--- src/design/fetch_pkg.sv ---
`default_nettype none

package fetch_pkg;

  // bus and pipeline word types
  typedef logic [63:0] addr_t;     // byte address, also the pc
  typedef logic [63:0] line_t;     // one memory word = one cache line
  typedef logic [31:0] inst_t;     // single instruction
  typedef logic [3:0]  mem_tag_t;  // 0 means no transaction
  typedef logic [1:0]  bus_cmd_t;

  // memory bus commands
  localparam bus_cmd_t BUS_NONE = 2'h0;
  localparam bus_cmd_t BUS_LOAD = 2'h1;

  // default sizes, both powers of two
  localparam int DEF_CACHE_LINES = 32;
  localparam int DEF_FB_DEPTH    = 8;

  // icache miss handling
  typedef enum logic [1:0] {
    IDLE,       // hits pass through, a miss issues the load at once
    REQUEST,    // load was refused, retry the latched line
    WAIT_DATA   // load accepted, waiting for the tag to come back
  } icache_state_e;

endpackage

`default_nettype wire

--- src/design/fetch_if.sv ---
`timescale 1ns/1ps
`default_nettype none

interface fetch_if import fetch_pkg::*; ();

  logic  push;      // pair valid this cycle
  addr_t pc;        // pc of inst_0
  inst_t inst_0;
  inst_t inst_1;    // at pc + 4
  logic  fetch_en;  // buffer has room

  modport src (
    output push, pc, inst_0, inst_1,
    input  fetch_en
  );

  modport dst (
    input  push, pc, inst_0, inst_1,
    output fetch_en
  );

endinterface

`default_nettype wire

--- src/design/fetch_buffer.sv ---
`timescale 1ns/1ps
`default_nettype none

module fetch_buffer import fetch_pkg::*; #(
  parameter int FB_DEPTH = DEF_FB_DEPTH
) (
  input  logic   clock,
  input  logic   rst_n,
  input  logic   redirect_en,
  input  logic   dispatch_en,
  output logic   inst_valid,
  output addr_t  inst_pc,
  output inst_t  inst_0,
  output inst_t  inst_1,
  fetch_if.dst   fif
);

  localparam int PTR_W = $clog2(FB_DEPTH);
  localparam int CNT_W = PTR_W + 1;

  addr_t pc_q [FB_DEPTH];
  inst_t i0_q [FB_DEPTH];
  inst_t i1_q [FB_DEPTH];

  logic [PTR_W-1:0] head, tail;
  logic [CNT_W-1:0] count;
  logic             do_push, do_pop;

  assign fif.fetch_en = (count != CNT_W'(FB_DEPTH));
  assign inst_valid   = (count != '0);

  assign do_push = fif.push && fif.fetch_en && !redirect_en;  // flush drops the push
  assign do_pop  = dispatch_en && inst_valid;

  always_ff @(posedge clock or negedge rst_n) begin
    if (!rst_n) begin
      head  <= '0;
      tail  <= '0;
      count <= '0;
    end else if (redirect_en) begin
      head  <= '0;
      tail  <= '0;
      count <= '0;
    end else begin
      if (do_push) tail <= tail + 1'b1;   // wraps, depth is a power of two
      if (do_pop)  head <= head + 1'b1;
      case ({do_push, do_pop})
        2'b10:   count <= count + 1'b1;
        2'b01:   count <= count - 1'b1;
        default: count <= count;
      endcase
    end
  end

  always_ff @(posedge clock) begin
    if (do_push) begin
      pc_q[tail] <= fif.pc;
      i0_q[tail] <= fif.inst_0;
      i1_q[tail] <= fif.inst_1;
    end
  end

  // head entry straight out
  assign inst_pc = pc_q[head];
  assign inst_0  = i0_q[head];
  assign inst_1  = i1_q[head];

endmodule

`default_nettype wire

--- src/flat_wrapper.sv ---
// flat-port wrapper written by rule: the top's interface ports become plain ports
module fetch_buffer_flat import fetch_pkg::*;
#(
  parameter int FB_DEPTH = DEF_FB_DEPTH
)
  (clock, rst_n, redirect_en, dispatch_en, inst_valid, inst_pc, inst_0, inst_1, fif_push, fif_pc, fif_inst_0, fif_inst_1, fif_fetch_en);
  fetch_if fif_i ();
  input  logic clock;
  input  logic rst_n;
  input  logic redirect_en;
  input  logic dispatch_en;
  output logic inst_valid;
  output addr_t inst_pc;
  output inst_t inst_0;
  output inst_t inst_1;
  input wire logic [$bits(fif_i.push)-1:0] fif_push;
  input wire logic [$bits(fif_i.pc)-1:0] fif_pc;
  input wire logic [$bits(fif_i.inst_0)-1:0] fif_inst_0;
  input wire logic [$bits(fif_i.inst_1)-1:0] fif_inst_1;
  output wire logic [$bits(fif_i.fetch_en)-1:0] fif_fetch_en;
  assign fif_i.push = fif_push;
  assign fif_i.pc = fif_pc;
  assign fif_i.inst_0 = fif_inst_0;
  assign fif_i.inst_1 = fif_inst_1;
  assign fif_fetch_en = fif_i.fetch_en;
  fetch_buffer #(.FB_DEPTH(FB_DEPTH)) u_core (.clock(clock), .rst_n(rst_n), .redirect_en(redirect_en), .dispatch_en(dispatch_en), .inst_valid(inst_valid), .inst_pc(inst_pc), .inst_0(inst_0), .inst_1(inst_1), .fif(fif_i));
endmodule
--- config.mk ---
export PLATFORM = sky130hd
export DESIGN_NAME = fetch_buffer_flat
export DESIGN_NICKNAME = d
export VERILOG_FILES = /design/src/design/fetch_pkg.sv /design/src/design/fetch_if.sv /design/src/design/fetch_buffer.sv /design/src/flat_wrapper.sv
export SDC_FILE = /design/constraint.sdc
export NUM_CORES = 1
export LEC_CHECK = 0
export ABC_AREA = 1
export BUFFER_PORTS_ARGS = -buffer_cell sky130_fd_sc_hd__buf_2
export CAP_MARGIN = 25
export CORE_AREA = 2 2 262 264
export CTS_CLUSTER_DIAMETER = 80
export CTS_CLUSTER_SIZE = 28
export DETAILED_ROUTE_END_ITERATION = 16
export DIE_AREA = 0 0 264 266
export PLACE_DENSITY = 0.79
export SYNTH_ARGS = -nofsm -noshare
export SYNTH_HDL_FRONTEND = slang
export SYNTH_SLANG_ARGS = --single-unit
--- constraint.sdc ---
create_clock -name clock -period 8.6 [get_ports clock]
set_clock_uncertainty 0.05 [all_clocks]
set_input_delay 0.43 -clock clock [delete_from_list [all_inputs] [get_ports clock]]
set_output_delay 0.43 -clock clock [all_outputs]
set_load 0.02 [all_outputs]
Word-level counts from Yosys, hierarchy flattened
Memory sizes are Yosys's and may differ from the RTL's.
Index checks and enable logic that the tools add are counted.
Widths: inputs -> output; s select.
{"block": "word_totals", "ff_bits": 10, "ramBits": 1024, "in_bits": 133, "out_inout_bits": 130, "wordCells": 29, "n_memories": 3}
{"block": "op_classes", "addsub": 4, "eq_ne": 3, "n_mux": 8, "n_reduce_logical": 8}
{"name": "u_core.pc_q", "depth": 8, "word_bits": 64, "rd": 1, "rd_ports_with_merged_regs": 0, "write_ports": 1, "line": "fetch_buffer.sv:21", "text": "addr_t pc_q [FB_DEPTH];"}
{"name": "u_core.i0_q", "depth": 8, "word_bits": 32, "rd": 1, "rd_ports_with_merged_regs": 0, "write_ports": 1, "line": "fetch_buffer.sv:22", "text": "inst_t i0_q [FB_DEPTH];"}
{"name": "u_core.i1_q", "depth": 8, "word_bits": 32, "rd": 1, "rd_ports_with_merged_regs": 0, "write_ports": 1, "line": "fetch_buffer.sv:23", "text": "inst_t i1_q [FB_DEPTH];"}
{"cell": "$mux 3", "count": 4}
{"cell": "$pmux 4 s2", "count": 1}
{"cell": "$add 3x1->3 const B", "count": 2}
{"cell": "$add 4x1->4 const B", "count": 1}
{"cell": "$mux 4", "count": 1}
{"cell": "$ne 4x4->1 const B", "count": 1}
{"cell": "$reduce_bool 2->1", "count": 2}
{"cell": "$reduce_bool 4->1", "count": 1}
{"cell": "$sub 4x1->4 const B", "count": 1}
{"cell": "$logic_and 1x1->1", "count": 3}
{"cell": "$reduce_bool 3->1", "count": 1}
{"cell": "$eq 2x1->1 const B", "count": 1}
{"cell": "$eq 2x2->1 const B", "count": 1}
{"cell": "$mux 1", "count": 2}
{"cell": "$logic_not 1->1", "count": 1}

Logic depth before layout (Yosys ltp)
Gate-level depths: netlist of run 1.
{"block": "depth", "word_depth": 6, "depth_mapped": 14}

Worst setup path after synthesis of run 1
Ideal clock, no wire load.
{"block": "synth_path", "path_kind": "reg2reg", "startpoint": "register u_core.count[3]", "endpoint": "memory u_core.i0_q[0][0] (netlist name) (enable)", "arrival_ps": 6386, "required_ps": 7933, "path_slack_ps": 1547, "stages_incl_launch_ff": 8, "synth_period_minus_slack_ps": 7053, "path_cell_list": "dfrtp_1 -> inv_1 -> nor2_1 -> nand2_1 -> nand3_2 -> inv_1 -> nand2_1 -> nor2_1"}
{"block": "synth_via", "elab_chain_cells": 5}
{"item": "start, declared", "line": "fetch_buffer.sv:26", "text": "logic [CNT_W-1:0] count;"}
{"item": "start signal, assigned", "line": "fetch_buffer.sv:48", "text": "2'b10: count <= count + 1'b1;"}
{"item": "start signal, assigned", "line": "fetch_buffer.sv:49", "text": "2'b01: count <= count - 1'b1;"}
{"item": "start signal, assigned", "line": "fetch_buffer.sv:50", "text": "default: count <= count;"}
{"item": "$ne 4x4->1", "line": "fetch_buffer.sv:29", "text": "assign fif.fetch_en = (count != CNT_W'(FB_DEPTH));"}
{"item": "named net fif_fetch_en", "line": "flat_wrapper.sv:20", "text": "output wire logic [$bits(fif_i.fetch_en)-1:0] fif_fetch_en;"}
{"item": "$logic_and 1x1->1 (2 in series)", "line": "fetch_buffer.sv:32", "text": "assign do_push = fif.push && fif.fetch_en && !redirect_en;"}
{"item": "$mux 1", "line": "fetch_buffer.sv:56", "text": "if (do_push) begin"}
{"item": "$mux 1 (implied by the code)", "line": "fetch_buffer.sv:58", "text": "i0_q[tail] <= fif.inst_0;"}
{"item": "end, declared", "line": "fetch_buffer.sv:22"}
The timed path passes the listed nets, and every way through them passes these cells.

Worst setup path after layout of run 1
{"block": "layout_path", "startpoint": "register u_core.head[0]", "endpoint": "output port inst_0[8]"}
{"block": "layout_via", "elab_chain_cells": 1}
{"item": "start, declared", "line": "fetch_buffer.sv:25", "text": "logic [PTR_W-1:0] head, tail;"}
{"item": "start signal, assigned", "line": "fetch_buffer.sv:46", "text": "if (do_pop) head <= head + 1'b1;"}
{"item": "$mem_v2 8x32"}
{"item": "end, declared", "line": "flat_wrapper.sv:14", "text": "output inst_t inst_0;"}
Every way passes these cells.

==> results_dict.tcl, run 1 <==
set metrics [dict create \
    min_period_ns 5.06 \
    wl_per_cell_um 21.7 \
    clock-sinks 1034 \
    dieHeight_um 266 \
    critPathBufInv 4 \
    drt_iter0_drc 3082 \
    syn_area_um2 40200 \
    hold_viol 0 \
    critPathMaxStageDelay_ns 0.88 \
    grt_pass1_wl_um 135000 \
    syn_nets 3121 \
    crit_family "buffers and inverters" \
    start_util_pct 59.3 \
    worstSetupPathType "flop to primary output" \
    yosys_warnings 0 \
    status "finished clean" \
    hpwl_um 43000 \
    grt_usage_pct 24.7 \
    crit_slowest_cell "buf_4" \
    boundaryPins 263 \
    grt_max_degree 286 \
    combPwrFrac_pct 28.0 \
    totalWireLength_um 88900 \
    swShare_pct 33.1 \
    clk_path_buf_depth 3 \
    grt_pass1_vias 24518 \
    maxSlewViolCount 0 \
    ant_nets 0 \
    power.internal_mw 7.65 \
    rsz0062_at_grt "false" \
    cp-start-kind "flop" \
    final_cell_mix "1024 x edfxtp_1, 899 x nor2_1, 394 x o21ai_0, 262 x buf_2" \
    cts_setup_buffers 0 \
    cts_tree "yes" \
    coreArea_um2 67700 \
    postSynthAreaPerCell_um2 13.5 \
    cp_data_arrival_time_ns 4.58 \
    r2r_cells 9 \
    tightest_slew_ns 1.28 \
    vias_per_cell 6.09 \
    power.sequential.fraction_pct 50.6 \
    syn_inst 2984 \
    ys_ff_latch 1034 \
    cp.depth 8 \
    htreeDepth 2 \
    ys_types 29 \
    reg2reg_to "u_core.pc_q[0][14]" \
    place.gp.congestion 0.766 \
    finalSetupTns_ns 0 \
    die_x_um 264 \
    regToRegSetupSlack_ns 5.20 \
    powerDensity_nw_per_um2 261 \
    mostFrequentLayoutCell "edfxtp_1" \
    crit_chain "inv_12 -> buf_16 -> buf_4 -> o21ai_0 -> o22ai_1 -> nor2_1 -> a31oi_1 -> buf_2" \
    setup_viol 0 \
    hold_ws_ns 0.0312 \
    finalCritPeriodShare_pct 58.8 \
    leakage_nw 14.5 \
    vias 24908 \
    crit_path_start "u_core.head[0]" \
    yosysSeqAreaShare_pct 77.2 \
    maxCapViolCount 0 \
    crit_required_ns 8.12 \
    cts_inserted_buffers 44 \
    numPortBuffers 262 \
    crit_fanout 181 \
    cp-end-kind "primary output" \
    p_switching_mw 3.78 \
    grt_overflow_total 0 \
    slew_headroom_pct 14.4 \
    path_clk_slew_ns 0.11 \
    drive_gt1_share_pct 11.3 \
    dieArea_um2 70200 \
    ir_drop_v 0.000235 \
    clk_latency_ns 0.62 \
    rr_startpoint "u_core.count[3]" \
    fillCellCount 4707 \
    final_core_util_pct 64.6 \
    fmax_mhz 198 \
    layout.nets 3318 \
    rows 96 \
    clockPowerShare_pct 21.4 \
    endpoint "inst_0[8]" \
    root_buffer "clkbuf_16" \
    antenna_found_initial 11 \
    drt_first_pass_iters 6 \
    route.detailed.drc 0 \
    area_growth_pct 9.00 \
    hp-class "primary input to flop" \
]
[registers in the layout, indices dropped and copies added, names as in the netlist]
register      cells
u_core.i0_q     256
u_core.pc_q     512
u_core.i1_q     256
u_core.head       3
u_core.tail       3
u_core.count      4
[synthesized netlist by cell type]
cell | count | area (um^2)
buf_8 | 2 | 30.0
buf_4 | 20 | 150
o22ai_1 | 128 | 801
nand4_1 | 1 | 6.26
inv_2 | 1 | 3.75
buf_2 | 31 | 155
buf_6 | 42 | 473
o21ai_0 | 394 | 1970
clkinv_1 | 1 | 3.75
nand3_1 | 6 | 30.0
a21oi_2 | 1 | 8.76
buf_12 | 2 | 40.0
o21ai_1 | 126 | 631
ha_1 | 4 | 50.1
a31oi_1 | 128 | 801
nand3_2 | 1 | 10.0
edfxtp_1 | 1024 | 30700
nor2_2 | 1 | 6.26
dfrtp_1 | 10 | 250
buf_1 | 21 | 78.8
nand2_1 | 30 | 113
a21oi_1 | 3 | 15.0
inv_1 | 18 | 67.6
clkbuf_1 | 74 | 278
nor2_1 | 907 | 3400
xnor2_1 | 1 | 8.76
a211oi_1 | 1 | 7.51
clkbuf_2 | 5 | 25.0
inv_8 | 1 | 11.3
[timing repair]
item / 4_1_cts / 5_1_grt
hold buffers: 56 / 0
endpoints found under the hold margin: 376 / 0
gates resized for setup: 0 / 0
[stage by stage]
stage | total power [mW] | setup WS (ns) | instances | area (um^2)
floorplan | 8.17 | 1.55 | 2984 | 40200
global placement | 8.89 | 4.20 | 3952 | 41700
detailed placement | 9.02 | 4.15 | 3953 | 41800
CTS | 11.4 | 3.44 | 4077 | 43600
global route | 11.9 | 3.25 | 4091 | 43800
finish | 11.4 | 3.54 | 4093 | 43800
[power by group through the flow]
| stage | clock [mW] | sequential [mW] | combinational (mW) |
|---|---|---|---|
| finish | 2.44 | 5.78 | 3.20 |
| global route | 2.65 | 5.79 | 3.50 |
| CTS | 2.47 | 5.78 | 3.16 |
| detailed placement | 0 | 5.89 | 3.12 |
| global placement | 0 | 5.89 | 3.00 |
| floorplan | 0 | 5.86 | 2.31 |
[cell families after synthesis]
group | Yosys count | share of synthesized area, %
simple gates | 946 | 8.88
buf+inv | 218 | 3.28
flops | 1034 | 77.2
compound gates | 781 | 10.5
fa+ha+maj | 4 | 0.125
xor+xnor | 1 | 0.0218
[routing by layer]
layer  global-route usage (%)  vias up  share of wire (%)
li1                         -    11282                  -
met1                     33.1    12428                 40
met2                     42.5     1060                 51
met3                     3.57      130                7.1
met4                     7.45        8                2.2
met5                        0        -              0.060
[worst min-delay path by stage]
stage | startpoint | to | slack (ns) | depth (start not counted)
floorplan | rst_n | u_core.count[0] | 0.08 | 0
global placement | rst_n | u_core.count[2] | 0.25 | 1
detailed placement | rst_n | u_core.count[0] | 0.25 | 1
CTS | fif_inst_0[20] | u_core.i0_q[6][20] | 0.0006 | 1
global route | fif_pc[18] | u_core.pc_q[2][18] | 0.01 | 1
finish | fif_pc[20] | u_core.pc_q[3][20] | 0.03 | 1
[layout make-up]
cell class              count  area (um^2)  share of cell area, %
diodes                      8         20.0                 0.0457
multi-input cells        1732         7920                   18.1
inverters                  21          106                  0.243
flip-flops and latches   1034        31000                   70.8
well taps                 882         1100                   2.52
repair buffers            348         2360                   5.39
clock buffers              58         1180                   2.71
clock inverters            10         90.1                  0.206
Note: power is estimated with default switching activity, not from simulation.
==> run 2: changes to the inputs <==
ABC_AREA = 0   (was 1)
CORE_AREA = 2 2 258 260   (was 2 2 262 264)
DIE_AREA = 0 0 260 262   (was 0 0 264 266)
clock period = 4.7 ns   (was 8.6 ns; I/O delays follow)
==> results_dict.tcl, run 2 <==
set metrics [dict create \
    power.sequential.fraction_pct 52.3 \
    postSynthAreaPerCell_um2 25.1 \
    ir_drop_v 0.000406 \
    rsz0062_at_grt "false" \
    slew_headroom_pct 31.6 \
    power.internal_mw 15.0 \
    crit_required_ns 4.41 \
    rows 94 \
    place.gp.congestion 0.747 \
    numPortBuffers 262 \
    ys_ff_latch 1034 \
    ant_nets 0 \
    synthArstFlopShare_pct 0.967 \
    grt_usage_pct 21.6 \
    cts_inserted_buffers 44 \
    critPathBufInv 2 \
    dieArea_um2 68100 \
    antenna_found_initial 5 \
    top_register "u_core.pc_q" \
    reg2reg_to "u_core.count[3]" \
    cp-end-kind "primary output" \
    synth_top_cell_area_share_pct 78.9 \
    endpoint "inst_0[16]" \
    mostFrequentLayoutCell "edfxtp_1" \
    fmax_mhz 289 \
    synth_common_cells "1024 x edfxtp_1, 256 x mux4_2, 129 x mux2_2, 41 x clkbuf_1, 24 x buf_2" \
    vias_per_cell 6.09 \
    final_cell_mix "1024 x edfxtp_1, 262 x buf_2, 256 x mux4_2, 135 x dlygate4sd3_1, 129 x mux2_2" \
    maxSlewViolCount 0 \
    area_growth_pct 13.7 \
    min_from "fif_inst_0[14]" \
    tightest_slew_ns 1.03 \
    wl_per_cell_um 25.6 \
    yosys_most_used_dff "edfxtp_1" \
    r2r_cells 9 \
    crit_family "flip-flops" \
    rr_startpoint "u_core.count[1]" \
    clk_path_buf_depth 3 \
    coreArea_um2 65300 \
    setup_viol 0 \
    root_buffer "clkbuf_16" \
    crit_chain "buf_12 -> mux4_2 -> mux2_2 -> buf_2" \
    swShare_pct 26.9 \
    grt_pass1_wl_um 109000 \
    setup_ws_ns 1.24 \
    synth-edff-count 1024 \
    layout.nets 2096 \
    largest_register_ffs 512 \
    htreeDepth 2 \
    min_period_ns 3.46 \
    syn_nets 1691 \
    crit_slowest_cell "dfrtp_4" \
    fillCellCount 3899 \
    finalCritPeriodShare_pct 73.6 \
    regToRegSetupSlack_ns 1.61 \
    yosysSeqAreaShare_pct 79.5 \
    drt_first_pass_iters 6 \
    synth.most_common_cell "edfxtp_1" \
    drt_iter0_drc 1610 \
    grt_overflow_total 0 \
    cts_tree "yes" \
    route.detailed.drc 0 \
    regArea_um2 31000 \
    syn_inst 1554 \
    yosys_warnings 0 \
    syn_area_um2 39000 \
    synth.area.top_cells "edfxtp_1 79%, mux4_2 15%, mux2_2 3.7%" \
    ys_types 37 \
    status "finished clean" \
    hpwl_um 39600 \
    start_util_pct 59.7 \
    largestRegisters "u_core.pc_q (512), u_core.i0_q (256), u_core.i1_q (256)" \
    cp.depth 4 \
    path_clk_slew_ns 0.10 \
    cp_data_arrival_time_ns 3.17 \
    hold_viol 0 \
    multi_input_area_um2 7740 \
    cts_resized 0 \
    grt_pass1_vias 18186 \
    cp-start-kind "flop" \
    dieHeight_um 262 \
    die_x_um 260 \
    totalWireLength_um 72800 \
    critPathMaxStageDelay_ns 1.08 \
    leakage_nw 13.8 \
    powerDensity_nw_per_um2 463 \
    crit_fanout 41 \
    final_core_util_pct 67.9 \
    crit_path_start "u_core.head[0]" \
    worstSetupPathType "flop to primary output" \
    clock-sinks 1034 \
    p_switching_mw 5.52 \
    combPwrFrac_pct 26.5 \
    hp-class "primary input to flop" \
    grt_max_degree 73 \
    drive_gt1_share_pct 38.2 \
    clk_latency_ns 0.61 \
    maxCapViolCount 0 \
    yosysTopAreaCell "edfxtp_1" \
    vias 17304 \
    clockPowerShare_pct 21.2 \
    dp_worst_setup_slack_ns 1.69 \
    boundaryPins 263 \
]
## run 2: repair_timing
action | CTS | global route
hold buffers | 135 | 0
hold endpoints to repair | 1043 | 0
buffers inserted | 0 | 0
## run 2: cells by family (layout without fill, tap and decap cells)
kind of cell	count (synthesis)	after routing	share of synthesized area, %
buffers and inverters	76	496	0.860
adder cells (fa/ha/maj)	4	4	0.128
AND/OR/NAND/NOR	35	35	0.488
multiplexers	388	388	18.6
XOR/XNOR	6	6	0.154
AO/OA/AOI/OAI	11	11	0.266
other	0	3	0
flip-flops	1034	1034	79.5
## run 2: per-layer routing
layer / part of all wire [%] / track usage (%) / vias up
li1: - / - / 7415
met1: 39 / 29.4 / 9236
met3: 5.4 / 2.81 / 92
met4: 2.1 / 5.59 / 4
met5: 0.036 / 0 / -
met2: 53 / 37.6 / 557
## run 2: final cells by class
class	instances	share of cell area (%)
diodes	3	0.0169
multi-input cells	444	17.5
flip-flops and latches	1034	70.0
clock buffers	53	2.61
repair buffers	434	7.31
inverters	1	0.00847
well taps	864	2.44
clock inverters	8	0.169
## run 2: worst min-delay path by stage
stage / cells past startpoint / endpoint
floorplan: 0 / u_core.count[0]
global placement: 1 / u_core.count[3]
detailed placement: 1 / u_core.count[3]
CTS: 2 / u_core.i0_q[6][17]
global route: 2 / u_core.pc_q[7][5]
finish: 2 / u_core.i0_q[6][14]
## run 2: power groups by stage
stage / clock, mW / sequential (mW) / combinational, mW
CTS: 4.45 / 10.7 / 5.54
finish: 4.34 / 10.7 / 5.44
detailed placement: 0 / 10.9 / 5.42
floorplan: 0 / 10.8 / 4.03
global route: 4.73 / 10.8 / 5.82
global placement: 0 / 10.9 / 5.35
## run 2: per-stage QoR
stage | cell area (um^2) | TNS (ns) | power (mW) | hold WS (ns) | instances
2_1_floorplan | 39100 | -856.35 | 14.8 | -0.111 | 1554
3_3_place_gp | 41700 | 0 | 16.3 | 0.0518 | 2642
3_5_place_dp | 41700 | 0 | 16.4 | 0.0555 | 2642
4_1_cts | 44300 | 0 | 20.7 | 0.337 | 2838
5_1_grt | 44300 | 0 | 21.3 | 0.373 | 2841
6_report | 44300 | 0 | 20.5 | 0.378 | 2841
